===== config.mk =====
export PLATFORM = sky130hd
export DESIGN_NAME = openadc_monitor_top
export DESIGN_NICKNAME = d
export VERILOG_FILES = /design/src/clk_monitor_pkg.sv /design/src/openadc_monitor_top.sv /design/src/adc_level_trigger.sv /design/src/rate_monitor.sv /design/src/edge_rate_counter.sv /design/src/timebase.sv
export SDC_FILE = /design/constraint.sdc
export NUM_CORES = 1
export LEC_CHECK = 0
export ABC_AREA = 1
export BUFFER_PORTS_ARGS = -buffer_cell sky130_fd_sc_hd__buf_4
export CAP_MARGIN = 5
export CORE_MARGIN = 2
export CORE_UTILIZATION = 55
export CTS_BUF_LIST = sky130_fd_sc_hd__clkbuf_16
export DETAILED_ROUTE_END_ITERATION = 8
export PLACE_DENSITY = 0.81
export SYNTH_ARGS = -nofsm -noshare
export SYNTH_HDL_FRONTEND = slang
export SYNTH_HIERARCHICAL = 1
export SYNTH_SLANG_ARGS = --single-unit

===== constraint.sdc =====
create_clock -name clk_usb -period 3.3 [get_ports clk_usb]
set_clock_uncertainty 0.2 [all_clocks]
set_input_delay 0.66 -clock clk_usb [delete_from_list [all_inputs] [get_ports clk_usb]]
set_output_delay 0.66 -clock clk_usb [all_outputs]
set_load 0.005 [all_outputs]

===== src/clk_monitor_pkg.sv =====
package clk_monitor_pkg;

   // timing
   localparam int GATE_BITS  = 10;            // gate period is 2^(GATE_BITS+1) cycles
   localparam int TIMER_BITS = GATE_BITS + 3;
   localparam int HB_BIT     = 4;             // per-channel heartbeat tap

   // widths
   localparam int NUM_CLK_CH  = 3;            // 0 ext target, 1 adc feedback, 2 pll
   localparam int SAMPLE_BITS = 12;
   localparam int RATE_BITS   = 16;
   localparam int GAIN_BITS   = 8;

   typedef logic [SAMPLE_BITS-1:0] sample_t;
   typedef logic [RATE_BITS-1:0]   rate_t;
   typedef logic [GAIN_BITS-1:0]   gain_t;

   // one rate word per monitored clock
   typedef rate_t [NUM_CLK_CH-1:0] rate_vec_t;

   typedef enum logic [1:0] {
      LED_STATUS   = 2'd0,
      LED_TIMEBASE = 2'd1,
      LED_FEEDBACK = 2'd2,
      LED_PLL      = 2'd3
   } led_sel_e;

   typedef enum logic {
      TRIG_IDLE    = 1'b0,
      TRIG_ALLOWED = 1'b1
   } trig_state_e;

   typedef struct packed {
      led_sel_e led_select;
      logic     monitor_disable;   // clears and holds off the change flag
      rate_t    change_limit;
      gain_t    gain;
      sample_t  trig_level;        // msb picks above (1) or below (0)
      logic     use_adc;           // 0 = internal test counter
   } monitor_cfg_t;

endpackage

===== src/openadc_monitor_top.sv =====
`timescale 1ns/1ns

module openadc_monitor_top
   import clk_monitor_pkg::*;
(
   input  logic                  clk_usb,
   input  logic                  reset,
   input  monitor_cfg_t          cfg_i,
   input  logic [NUM_CLK_CH-1:0] mon_clk_i,
   input  sample_t               adc_data_i,
   input  logic                  arm_i,
   output rate_vec_t             rates_o,
   output logic                  clk_change_o,
   output logic                  led_armed_o,
   output logic                  led_capture_o,
   output logic                  measure_o,
   output logic                  trigger_o,
   output logic                  gain_o
);

   logic                  tb_heartbeat;
   logic                  flash;
   logic [NUM_CLK_CH-1:0] ch_heartbeat;
   logic                  armed;

   timebase u_timebase (
      .clk_usb     (clk_usb),
      .reset       (reset),
      .gain_i      (cfg_i.gain),
      .gate_o      (measure_o),
      .heartbeat_o (tb_heartbeat),
      .flash_o     (flash),
      .gain_pwm_o  (gain_o)
   );

   // clocks are sampled as data in clk_usb
   for (genvar ch = 0; ch < NUM_CLK_CH; ch++) begin : g_rate
      edge_rate_counter u_counter (
         .clk_usb      (clk_usb),
         .reset        (reset),
         .clk_sample_i (mon_clk_i[ch]),
         .gate_i       (measure_o),
         .rate_o       (rates_o[ch]),
         .heartbeat_o  (ch_heartbeat[ch])
      );
   end

   rate_monitor u_rate_monitor (
      .clk_usb        (clk_usb),
      .reset          (reset),
      .cfg_i          (cfg_i),
      .gate_i         (measure_o),
      .rates_i        (rates_o),
      .ch_heartbeat_i (ch_heartbeat),
      .tb_heartbeat_i (tb_heartbeat),
      .flash_i        (flash),
      .armed_i        (armed),
      .trigger_i      (trigger_o),
      .clk_change_o   (clk_change_o),
      .led_armed_o    (led_armed_o),
      .led_capture_o  (led_capture_o)
   );

   adc_level_trigger u_adc_trigger (
      .clk_usb    (clk_usb),
      .reset      (reset),
      .cfg_i      (cfg_i),
      .adc_data_i (adc_data_i),
      .arm_i      (arm_i),
      .armed_o    (armed),
      .trigger_o  (trigger_o)
   );

endmodule


===== src/adc_level_trigger.sv =====
`timescale 1ns/1ns

module adc_level_trigger
   import clk_monitor_pkg::*;
(
   input  logic         clk_usb,
   input  logic         reset,
   input  monitor_cfg_t cfg_i,
   input  sample_t      adc_data_i,
   input  logic         arm_i,
   output logic         armed_o,
   output logic         trigger_o
);

   sample_t     test_cnt;
   sample_t     sample_pre;
   sample_t     sample_cmp;    // compare register, two cycles after the input
   logic        level_hit;
   logic        arm_r;
   logic        arm_rise;
   trig_state_e state;

   always_ff @(posedge clk_usb) begin
      if (reset) begin
         test_cnt <= '0;
      end else begin
         test_cnt <= test_cnt + 1'b1;
      end
   end

   always_ff @(posedge clk_usb) begin
      sample_pre <= cfg_i.use_adc ? adc_data_i : test_cnt;
      sample_cmp <= sample_pre;
   end

   // level msb set: fire above, else fire below
   assign level_hit = cfg_i.trig_level[SAMPLE_BITS-1] ? (sample_cmp > cfg_i.trig_level)
                                                      : (sample_cmp < cfg_i.trig_level);

   assign arm_rise = arm_i & ~arm_r;

   always_ff @(posedge clk_usb) begin
      if (reset) begin
         arm_r     <= 1'b0;
         state     <= TRIG_IDLE;
         trigger_o <= 1'b0;
      end else begin
         arm_r <= arm_i;

         // state still reads allowed during the pulse, so mask the repeat
         trigger_o <= (state == TRIG_ALLOWED) && !trigger_o && level_hit;

         case (state)
            TRIG_IDLE: begin
               if (arm_rise) state <= TRIG_ALLOWED;
            end
            TRIG_ALLOWED: begin
               if (trigger_o) state <= TRIG_IDLE;
            end
            default: state <= TRIG_IDLE;
         endcase
      end
   end

   assign armed_o = (state == TRIG_ALLOWED);

   a_trig_one_shot: assert property (
      @(posedge clk_usb) disable iff (reset)
      trigger_o |=> !trigger_o
   ) else $error("trigger pulse longer than one cycle");

endmodule


===== src/rate_monitor.sv =====
`timescale 1ns/1ns

module rate_monitor
   import clk_monitor_pkg::*;
(
   input  logic                  clk_usb,
   input  logic                  reset,
   input  monitor_cfg_t          cfg_i,
   input  logic                  gate_i,
   input  rate_vec_t             rates_i,
   input  logic [NUM_CLK_CH-1:0] ch_heartbeat_i,
   input  logic                  tb_heartbeat_i,
   input  logic                  flash_i,
   input  logic                  armed_i,
   input  logic                  trigger_i,
   output logic                  clk_change_o,
   output logic                  led_armed_o,
   output logic                  led_capture_o
);

   logic  gate_d;        // rates are valid one cycle after the gate
   rate_t ext_rate_prev;
   rate_t ext_rate_new;
   rate_t ext_diff;
   logic  ext_jump;

   assign ext_rate_new = rates_i[0];
   assign ext_diff     = (ext_rate_new > ext_rate_prev) ? ext_rate_new - ext_rate_prev
                                                        : ext_rate_prev - ext_rate_new;
   // ignore a stopped clock on either side
   assign ext_jump     = (ext_rate_prev != '0) && (ext_rate_new != '0)
                         && (ext_diff > cfg_i.change_limit);

   always_ff @(posedge clk_usb) begin
      if (reset) begin
         gate_d        <= 1'b0;
         ext_rate_prev <= '0;
      end else begin
         gate_d <= gate_i;
         if (gate_d) begin
            ext_rate_prev <= ext_rate_new;
         end
      end
   end

   always_ff @(posedge clk_usb) begin
      if (reset) begin
         clk_change_o <= 1'b0;
      end else if (cfg_i.monitor_disable) begin
         clk_change_o <= 1'b0;
      end else if (gate_d && ext_jump) begin
         clk_change_o <= 1'b1;   // sticky
      end
   end

   always_comb begin
      if (clk_change_o) begin
         led_armed_o   = flash_i;
         led_capture_o = flash_i;
      end else begin
         case (cfg_i.led_select)
            LED_TIMEBASE: begin
               led_armed_o   = tb_heartbeat_i;
               led_capture_o = ch_heartbeat_i[0];
            end
            LED_FEEDBACK: begin
               led_armed_o   = ch_heartbeat_i[1];
               led_capture_o = ch_heartbeat_i[0];
            end
            LED_PLL: begin
               led_armed_o   = ch_heartbeat_i[2];
               led_capture_o = clk_change_o;
            end
            default: begin
               led_armed_o   = armed_i;
               led_capture_o = trigger_i;
            end
         endcase
      end
   end

   a_disable_clears: assert property (
      @(posedge clk_usb) disable iff (reset)
      cfg_i.monitor_disable |=> !clk_change_o
   ) else $error("clock change flag set while monitor disabled");

endmodule


===== src/edge_rate_counter.sv =====
`timescale 1ns/1ns

module edge_rate_counter
   import clk_monitor_pkg::*;
(
   input  logic  clk_usb,
   input  logic  reset,
   input  logic  clk_sample_i,
   input  logic  gate_i,
   output rate_t rate_o,
   output logic  heartbeat_o
);

   logic            sync_1;
   logic            sync_2;
   logic            sync_prev;
   logic            rise;
   logic [HB_BIT:0] hb_cnt;
   rate_t           gate_cnt;

   always_ff @(posedge clk_usb) begin
      if (reset) begin
         sync_1    <= 1'b0;
         sync_2    <= 1'b0;
         sync_prev <= 1'b0;
      end else begin
         sync_1    <= clk_sample_i;
         sync_2    <= sync_1;
         sync_prev <= sync_2;
      end
   end

   assign rise = sync_2 & ~sync_prev;

   // free running, only for the led
   always_ff @(posedge clk_usb) begin
      if (reset) begin
         hb_cnt <= '0;
      end else if (rise) begin
         hb_cnt <= hb_cnt + 1'b1;
      end
   end

   assign heartbeat_o = hb_cnt[HB_BIT];

   always_ff @(posedge clk_usb) begin
      if (reset) begin
         gate_cnt <= '0;
         rate_o   <= '0;
      end else if (gate_i) begin
         rate_o   <= gate_cnt;
         gate_cnt <= rate_t'(rise);   // edge in the gate cycle opens the next period
      end else begin
         gate_cnt <= gate_cnt + rate_t'(rise);
      end
   end

endmodule


===== src/timebase.sv =====
`timescale 1ns/1ns

module timebase
   import clk_monitor_pkg::*;
(
   input  logic  clk_usb,
   input  logic  reset,
   input  gain_t gain_i,
   output logic  gate_o,
   output logic  heartbeat_o,
   output logic  flash_o,
   output logic  gain_pwm_o
);

   logic [TIMER_BITS-1:0] timer;
   logic                  gate_bit_r;
   logic [GAIN_BITS:0]    pwm_acc;    // top bit is the carry out

   always_ff @(posedge clk_usb) begin
      if (reset) begin
         timer      <= '0;
         gate_bit_r <= 1'b0;
         gate_o     <= 1'b0;
      end else begin
         timer      <= timer + 1'b1;
         gate_bit_r <= timer[GATE_BITS];
         gate_o     <= timer[GATE_BITS] & ~gate_bit_r; // rising edge of gate bit
      end
   end

   assign heartbeat_o = timer[GATE_BITS+1];

   // slow blink for the clock-change warning
   always_ff @(posedge clk_usb) begin
      if (reset) begin
         flash_o <= 1'b0;
      end else if (timer[GATE_BITS+2]) begin
         flash_o <= ~timer[GATE_BITS];
      end
   end

   // first-order pwm, duty = gain/256
   always_ff @(posedge clk_usb) begin
      if (reset) begin
         pwm_acc <= '0;
      end else begin
         pwm_acc <= {1'b0, pwm_acc[GAIN_BITS-1:0]} + {1'b0, gain_i};
      end
   end

   assign gain_pwm_o = pwm_acc[GAIN_BITS];

   a_gate_single: assert property (
      @(posedge clk_usb) disable iff (reset)
      gate_o |=> !gate_o
   ) else $error("gate strobe longer than one cycle");

endmodule


======== Word-level counts from Yosys, hierarchy flattened ========
Cells that the tools add are included.
storage, ports and cells
  memories kept ........................... 0
  logic and storage cells ................. 89
  output and inout bits ................... 54
  memory bits (read-only) ................. 0
  bits in registers ....................... 202
  memory bits (writable) .................. 0
  bits in latches ......................... 0
  input port bits ......................... 58
cells by class
  $mul .................................... 0
  add/sub/neg operators ................... 11
  div/mod/pow operators ................... 0
  equal/unequal tests ..................... 3
  bitwise operators ....................... 12
  shift operators ......................... 0
  mux-type cells .......................... 13
  reduce and logical (&&, ||, !) cells .... 11
  $lt $le $gt $ge ......................... 4
operator list
  cell                                           number
  adder 16 x 1 -> 16 bit                         3
  > comparator 16 bit                            2
  nonzero test 16 bit                            2
  subtractor 16 bit                              2
  two-way mux 16 bit                             1
  adder 5 x 1 -> 5 bit, second input constant    3
  adder 13 x 1 -> 13 bit, second input constant  1
  adder 12 x 1 -> 12 bit, second input constant  1
  > comparator 12 bit                            1
  < comparator 12 bit                            1
  two-way mux 12 bit                             1
  adder 8 x 8 -> 9 bit                           1
  two-way mux 1 bit                              8
  NOT 1 bit                                      7
  OR reduction 2 bit                             3
  AND 1 bit                                      5
  logical AND 1 bit                              5
  == test 2 bit, second input constant           2
  case mux 1 bit (2 select lines)                2
  case mux 1 bit (3 select lines)                1
  == test 2 x 1 -> 1 bit, second input constant  1
  logical NOT 1 bit                              1

======== Logic depth before layout (Yosys ltp) ========
Gate-level depths: netlist (run 1).
  depth after elaboration ................. 5
  gate-level depth with buffers ........... 27

======== Modules after synthesis ========
The synthesis (run 1) kept the hierarchy.
by module, submodules not included
  module             times used  cells an instance  area each (µm²)
  edge_rate_counter  3           230                1660.3
  rate_monitor       1           597                3300.7
  adc_level_trigger  1           186                1574.0
  timebase           1           173                1243.7

======== Worst setup path before layout (run 1) ========
No wires, ideal clock.
  path kind ............................... register to register
  start point ............................. register g_rate[0].u_counter.rate_o[0]
  end point ............................... register u_rate_monitor.clk_change_o
  library setup time ...................... 0.070 ns
  cell stages (with the launch flop) ...... 24
  path slack .............................. 0.438 ns
  period minus slack after synthesis ...... 2.862 ns
  arrival time ............................ 2.592 ns
  cell sequence ........................... dfxtp_1 -> inv_1 -> ha_1 -> inv_1 -> fa_1 -> nand3_1 -> nand2_1 -> nand2_1 -> nand2_1 -> nand2_1 -> nand2_2 -> nand2_4 -> buf_6 -> nand2_1 -> nand2_1 -> inv_1 -> ha_1 -> nand2_1 -> o21bai_1 -> a21oi_1 -> nor2_1 -> nand2_1 -> nand2_1 -> a21oi_1
between the ends
  cells in the longest elaborated chain, start to end .. 5
RTL lines
  what                                       RTL line                 RTL
  from (decl)                                edge_rate_counter.sv:10  output rate_t rate_o,
  from (signal assigned)                     edge_rate_counter.sv:51  rate_o <= gate_cnt;
  subtractor 16 bit (tied with other cells)  rate_monitor.sv:29       : ext_rate_prev - ext_rate_new;
  two-way mux 16 bit                         rate_monitor.sv:28       assign ext_diff = (ext_rate_new > ext_rate_prev) ? ext_rate_new - ext_rate_prev
  > comparator 16 bit                        rate_monitor.sv:32       && (ext_diff > cfg_i.change_limit);
  logical AND 1 bit *                        rate_monitor.sv:32
  logical AND 1 bit *                        rate_monitor.sv:51       end else if (gate_d && ext_jump) begin
  to (signal assigned)                       rate_monitor.sv:48       clk_change_o <= 1'b0;
  to (signal assigned)                       rate_monitor.sv:50       clk_change_o <= 1'b0;
  to (signal assigned)                       rate_monitor.sv:52       clk_change_o <= 1'b1;
  to (decl)                                  rate_monitor.sv:16       output logic clk_change_o,
Every way passes the cells marked *; elsewhere a longest branch is shown, timed or not.
A chain may end at the register's enable or synchronous reset.

======== Worst setup path in the final report (run 1) ========
  start point ............................. register g_rate[0].u_counter.rate_o[7]
  end point ............................... register u_rate_monitor.clk_change_o
Same word-level chain as after synthesis.

==> results_dict.tcl, run 1 <==
set metrics [dict create \
    initial_utilization_pct 56.5 \
    root_buffer "clkbuf_16" \
    first_global_vias 9569 \
    cts_tree "yes" \
    first_pass_iters 6 \
    dp.cells 2005 \
    finalNonFillerCells 2039 \
    dieWidth_um 146 \
    ys_seq_elements 202 \
    outcome "finished, final reports clean" \
    cts_setup_buffers 0 \
    die_area_um2 21300 \
    yosysSeqAreaShare_pct 36.4 \
    h-tree-depth 1 \
    cp_slowest_cell "dfxtp_1" \
    grt_pass1_wl_um 42500 \
    antenna_found_initial 0 \
    crit_type "reg2reg" \
    coreArea_um2 19700 \
    clock_latency_ps 490 \
    cts-resized-gates 0 \
    dp_hpwl_um 19400 \
    tightest_slew_ps 742 \
    diodes 0 \
    num-nets-final 1910 \
    whs_ps 122 \
    die_y_um 146 \
    power_mw 5.22 \
    rows 51 \
    required_ps 3480 \
    place_congestion 0.969 \
    cts_hold_buf 0 \
    drv_cap 0 \
    drt_iter0_drc 494 \
    period_share_pct 93.0 \
    num_vias 10233 \
    final_hold_viol_count 0 \
    overflow 0 \
    netlist_instances 1646 \
    critPathLaunchType "flip-flop" \
    syn_nets 1792 \
    area_growth_pct 16.6 \
    clockBufferDepth 3 \
    ant_nets 0 \
    numCtsBuffers 22 \
    leakage_nw 6.52 \
    port-buffer-count 111 \
    grt_max_degree 33 \
    path_common_cell "nand2_1" \
    yosys_warnings 6 \
    avgRoutedWirePerCell_um 12.3 \
    numClockSinks 202 \
    synthDistinctLibCells 39 \
    dp_slack_ps 130 \
    endpoint_kind "flip-flop" \
    cpPeakStageDelay_ps 370 \
    syn_area_um2 11100 \
    arrival_ps 3250 \
    synth_area_per_cell_um2 6.74 \
    max_freq_ghz 0.326 \
    routed_wl_um 25100 \
    relSlewSlack_pct 50.5 \
    cp_max_fo 17 \
    final-setup-viol-count 0 \
    drc 0 \
    slew_viol_final 0 \
    worst_slack_ps 231 \
    ios 112 \
    hold_class "reg2reg" \
    track_usage_pct 23.2 \
    power_density_nw_per_um2 404 \
    vdd_drop_max_mv 0.415 \
    clkTransAtPathRegs_ps 60 \
    crit_chain "inv_1 > ha_1 > nand2_1 > nor2_4 > nand2_1 > nand2_1 > nand2_1 > nand2_2 > nand2_8 > inv_8 > nand2_1 > nand2_1 > inv_1 > ha_1 > a21oi_1 > o21ai_0 > nor2_1 > nand2_1 > nand2_1 > a21oi_1" \
    period_needed_ps 3070 \
    finalSetupTns_ps 0 \
    drive_gt1_share_pct 12.5 \
    drt-vias-per-instance 5.02 \
]
cells by family after synthesis:
group | after synthesis | share of synthesized area, %
and+or+nand+nor | 825 | 31.4
buffers and inverters | 313 | 11.2
DFF | 202 | 36.4
AOI/OAI and AO/OA | 193 | 8.86
adders and majority gates | 88 | 10.1
xor gates and xnor gates | 22 | 1.74
muxes | 3 | 0.304
worst max-delay path, delay by kind of cell, from the launching register on:
kind | cells | cell delay (ps)
AND/OR/NAND/NOR | 12 | 1160
adder cells (fa/ha/maj) | 2 | 670
flip-flops | 1 | 370
AO/OA/AOI/OAI | 3 | 300
buffers and inverters | 3 | 240
cells in the final DEF, fill, tap and decap left out, types with 2 or more instances in the layout:
cell type	count
nand2_1	474
inv_1	277
dfxtp_1	199
nor2_1	179
buf_4	123
a21oi_1	92
nand3_1	91
o21ai_0	84
ha_1	77
clkbuf_16	23
xor2_1	18
nor2_2	15
nand4_1	15
nor3_1	14
nand2_2	11
o21ai_1	11
nor2_4	10
inv_2	9
ha_2	5
clkinv_2	4
nand3b_1	4
xnor2_1	4
mux2_2	3
nand3_2	3
ha_4	3
bufinv_16	2
clkinv_1	2
dfxtp_2	2
nor3_2	2
o21bai_1	2
fa_1	2
and2_1	2
per-stage QoR:
stage | area [um^2] | utilization [%]
5_1_grt | 12900 | 65.8
2_1_floorplan | 11100 | -
3_3_place_gp | 12200 | 62.0
4_1_cts | 12900 | 65.4
3_5_place_dp | 12200 | 62.0
6_report | 12900 | 65.8
synthesized netlist by cell type (all sizes together):
master | n | area, um^2
nor3b | 1 | 12.5
xor2 | 18 | 158
ha | 85 | 1060
mux2 | 3 | 33.8
fa | 3 | 60.1
nand2 | 486 | 1860
nand4 | 15 | 93.8
nand3 | 94 | 485
xnor2 | 4 | 35.0
clkbuf | 7 | 26.3
dfxtp | 202 | 4040
and2 | 2 | 12.5
o21ai | 95 | 475
o21a | 1 | 7.51
a21o | 1 | 7.51
nor3 | 17 | 106
a21oi | 92 | 460
or2 | 2 | 12.5
nand3b | 4 | 30.0
buf | 22 | 144
inv | 284 | 1070
nor2 | 204 | 873
a221oi | 1 | 8.76
o41ai | 1 | 8.76
o21bai | 2 | 15.0
layout make-up:
cell class | count | area [um^2]
Clock inverter | 11 | 98.8
Clock buffer | 23 | 576
Multi-Input combinational cell | 1131 | 5890
Tap cell | 265 | 332
Timing Repair Buffer | 123 | 923
Fill cell | 1775 | 6720
Inverter | 284 | 1070
Sequential cell | 202 | 4050
metal layers:
metal / global-route usage, % / wire (um) / vias to the layer above
li1: - / - / 5333
met1: 29.4 / 11200 / 4603
met2: 40.8 / 11800 / 255
met3: 3.84 / 1490 / 42
met4: 6.46 / 564 / 0
met5: 0 / 0 / -
sequential cells by signal, summed over array words and instances, names as in the netlist:
register                      flops
g_rate.u_counter/rate_o          48
g_rate.u_counter/sync_prev        3
u_adc_trigger/sample_cmp         12
u_rate_monitor/gate_d             1
u_adc_trigger/trigger_o           1
u_timebase/pwm_acc                9
u_rate_monitor/ext_rate_prev     16
u_adc_trigger/armed_o             1
g_rate.u_counter/sync_1           3
u_adc_trigger/arm_r               1
u_timebase/timer                 13
u_timebase/gate_bit_r             1
u_adc_trigger/sample_pre         12
u_timebase/gate_o                 1
u_rate_monitor/clk_change_o       1
u_adc_trigger/test_cnt           12
g_rate.u_counter/sync_2           3
u_timebase/flash_o                1
g_rate.u_counter/hb_cnt          15
g_rate.u_counter/gate_cnt        48
final timing paths:
path,start,to,slack (ps),cells past startpoint
min,u_adc_trigger/sample_pre[1],u_adc_trigger/sample_cmp[1],120,0
min reg2reg,u_adc_trigger/sample_pre[1],u_adc_trigger/sample_cmp[1],120,0
max reg2reg,g_rate[0].u_counter/rate_o[7],u_rate_monitor/clk_change_o,230,20
max,g_rate[0].u_counter/rate_o[7],u_rate_monitor/clk_change_o,230,20
power breakdown:
| part | internal [mW] | switching, mW | leakage, nW |
|---|---|---|---|
| registers | 2.50 | 0.0277 | 1.64 |
| logic | 0.165 | 0.211 | 4.53 |
| clock network | 1.40 | 0.919 | 0.346 |
Power figures use the tool's default switching activity.
==> run 2, diff against run 1 <==
PLACE_DENSITY = 0.82   (was 0.81)
SYNTH_HIERARCHICAL = unset   (was 1)
==> run 2 against run 1 <==
  * Clock-buffer cell count down 1
  * Die area down 7.9%
  * Maximum frequency down 0.27%
  * Synthesized area down 8.1%
  * Wire length down 8.9%
  * The run now ends with DRC left
  * Critical path depth up 1
  * Cell area down 5.4%
  * Largest cell class unchanged
  * Via count down 11%
  * Clock power up 8%
  * Worst setup slack worse by 8.2 ps
  * Register-to-register slack about the same
==> results_dict.tcl, run 2 <==
set metrics [dict create \
    outcome "finished with violations" \
    violations "DRC" \
    track_usage_pct 22.8 \
    critPathLaunchType "flip-flop" \
    first_pass_iters 9 \
    synthDistinctLibCells 38 \
    synth.most_common_cell "nand2_1" \
    async_flop_share_pct 0 \
    area_growth_pct 20.0 \
    nFillCells 1520 \
    period_needed_ps 3080 \
    syn_area_um2 10200 \
    ios 112 \
    layout_commonest_cell "nand2_1" \
    power_density_nw_per_um2 438 \
    drv_cap 0 \
    root_buffer "clkbuf_16" \
    leakage_nw 5.93 \
    dominantRegCellSynth "dfxtp_1" \
    yosysTopAreaCell "dfxtp_1" \
    synth.top_cells.by_area "dfxtp_1, nand2_1, ha_1" \
    final-setup-viol-count 0 \
    tightest_slew_ps 631 \
    dieWidth_um 140 \
    routed_wl_um 22900 \
    numCtsBuffers 22 \
    p_switching_mw 1.18 \
    final_hold_viol_count 0 \
    synth.top_cells.by_count "nand2_1, inv_1, dfxtp_1, nor2_1, o21ai_0" \
    dp_slack_ps 76.0 \
    grt_max_degree 64 \
    first_global_vias 8477 \
    period_share_pct 93.2 \
    num-nets-final 1700 \
    netlist_instances 1440 \
    clockPowerShare_pct 46.7 \
    pwr-share-seq_pct 47.1 \
    rr_worst_depth 21 \
    clkTransAtPathRegs_ps 70 \
    endpoint_kind "flip-flop" \
    required_ps 3500 \
    p_int_mw 4.18 \
    diodes 0 \
    drive_gt1_share_pct 12.7 \
    drt_iter0_drc 561 \
    cts_tree "yes" \
    placed_cell_area_um2 11200 \
    coreArea_um2 18100 \
    combPwrFrac_pct 6.2 \
    die_y_um 140 \
    syn_nets 1583 \
    slew_viol_final 0 \
    grt_pass1_wl_um 38100 \
    finalSetupTns_ps 0 \
    worst_slack_ps 223 \
    layout_common_cells "nand2_1, inv_1, dfxtp_1, nor2_1, buf_4" \
    vdd_drop_max_mv 0.386 \
    power_mw 5.36 \
    avgRoutedWirePerCell_um 12.7 \
    crit_type "reg2reg" \
    die_area_um2 19600 \
    yosys_warnings 0 \
    clockBufferDepth 3 \
    synth_area_per_cell_um2 7.08 \
    place_congestion 0.875 \
    dp.cells 1754 \
    arrival_ps 3270 \
    relSlewSlack_pct 57.9 \
    max_freq_ghz 0.325 \
    yosysTopAreaCellShare_pct 39.7 \
    num_vias 9136 \
    multi_input_area_um2 5260 \
    rows 49 \
    dp_hpwl_um 16400 \
    synth_edf_count 0 \
    swShare_pct 22.0 \
    drc 5 \
    antenna_found_initial 0 \
    cts_hold_buf 0 \
    overflow 0 \
    numClockSinks 202 \
    holdPathStages 0 \
    cp_max_fo 8 \
    reg_top3 "g_rate.u_counter.gate_cnt: 48 flops, g_rate.u_counter.rate_o: 48 flops, u_rate_monitor.ext_rate_prev: 16 flops" \
    post-route-cell-area_um2 12200 \
    ys_seq_elements 202 \
    clock_latency_ps 510 \
    ant_nets 0 \
    regArea_um2 4050 \
    initial_utilization_pct 56.4 \
    hold_class "reg2reg" \
    h-tree-depth 1 \
    port-buffer-count 111 \
    drt-vias-per-instance 5.07 \
    yosysSeqAreaShare_pct 39.7 \
    finalNonFillerCells 1801 \
]
[run 2: cell types whose count changed in the layout (fill, tap and decap cells not counted), sizes merged, moves of 4 or more]
cell,previous run,this run
nand2,486,358
nor2,204,129
nand3,94,60
inv,287,262
o21ai,95,116
a21oi,92,107
nor3,17,28
o22ai,0,10
a22o,0,9
nand4,15,10
nand3b,4,0
[run 2: kinds of logic after synthesis]
kind of cell | after synthesis | synth area share (%)
AO/OA/AOI/OAI | 253 | 13.1
XOR/XNOR | 20 | 1.72
adder cells (fa/ha/maj) | 85 | 10.6
buffers and inverters | 288 | 10.8
flip-flops | 202 | 39.7
multiplexers | 3 | 0.331
AND/OR/NAND/NOR | 589 | 23.7
[run 2: layout make-up]
cell class / count / share of cell area (%)
flip-flops and latches: 202 / 33.1
multi-input cells: 952 / 43.0
repair buffers: 124 / 7.61
clock buffers: 22 / 4.50
inverters: 255 / 7.92
clock inverters: 17 / 1.57
well taps: 229 / 2.34
[run 2: path summary, 6_finish.rpt]
kind	slack, ps	end	from
max	220	u_rate_monitor.clk_change_o	g_rate[0].u_counter.rate_o[11]
max reg2reg	220	u_rate_monitor.clk_change_o	g_rate[0].u_counter.rate_o[11]
min	130	u_adc_trigger.sample_cmp[9]	u_adc_trigger.sample_pre[9]
min reg2reg	130	u_adc_trigger.sample_cmp[9]	u_adc_trigger.sample_pre[9]
[run 2: metrics by stage]
step	util (%)	hold WS, ps
floorplan	-	110
global placement	62.1	111
detailed placement	62.1	112
CTS	66.2	126
global route	67.7	137
finish	67.7	126
[run 2: worst max-delay path, cell delays in order (launching register included)]
cell	delay, ps
dfxtp_1	360
inv_1	140
ha_4	310
nand2_2	130
inv_1	60
nand2_1	60
nand2_1	80
a21oi_2	210
nand2_4	100
buf_4	150
nand2_4	100
nand2_1	60
nand2_1	60
inv_1	40
ha_1	280
nand2_1	80
nor2_1	140
nand4_1	110
nor2_1	100
nor2_1	50
nand2_1	70
a21oi_1	60
[run 2: per-layer routing]
metal,up-vias,part of all wire (%),GRT usage (%)
li1,4796,-,-
met1,4107,45,29.1
met2,204,48,40.5
met3,29,5.2,3.35
met4,0,1.5,5.42
met5,-,0,0
[run 2: power by group through the flow]
stage	clock [mW]	sequential [mW]	combinational (mW)
detailed placement	0	2.58	0.329
finish	2.50	2.53	0.332
global route	2.67	2.53	0.386
global placement	0	2.58	0.316
CTS	2.55	2.53	0.334
floorplan	0	2.57	0.217
[run 2: repair_timing]
action,CTS,global route
setup buffers,0,6
endpoints found under the setup margin,0,1
resized for setup,0,43
hold endpoints to repair,0,0
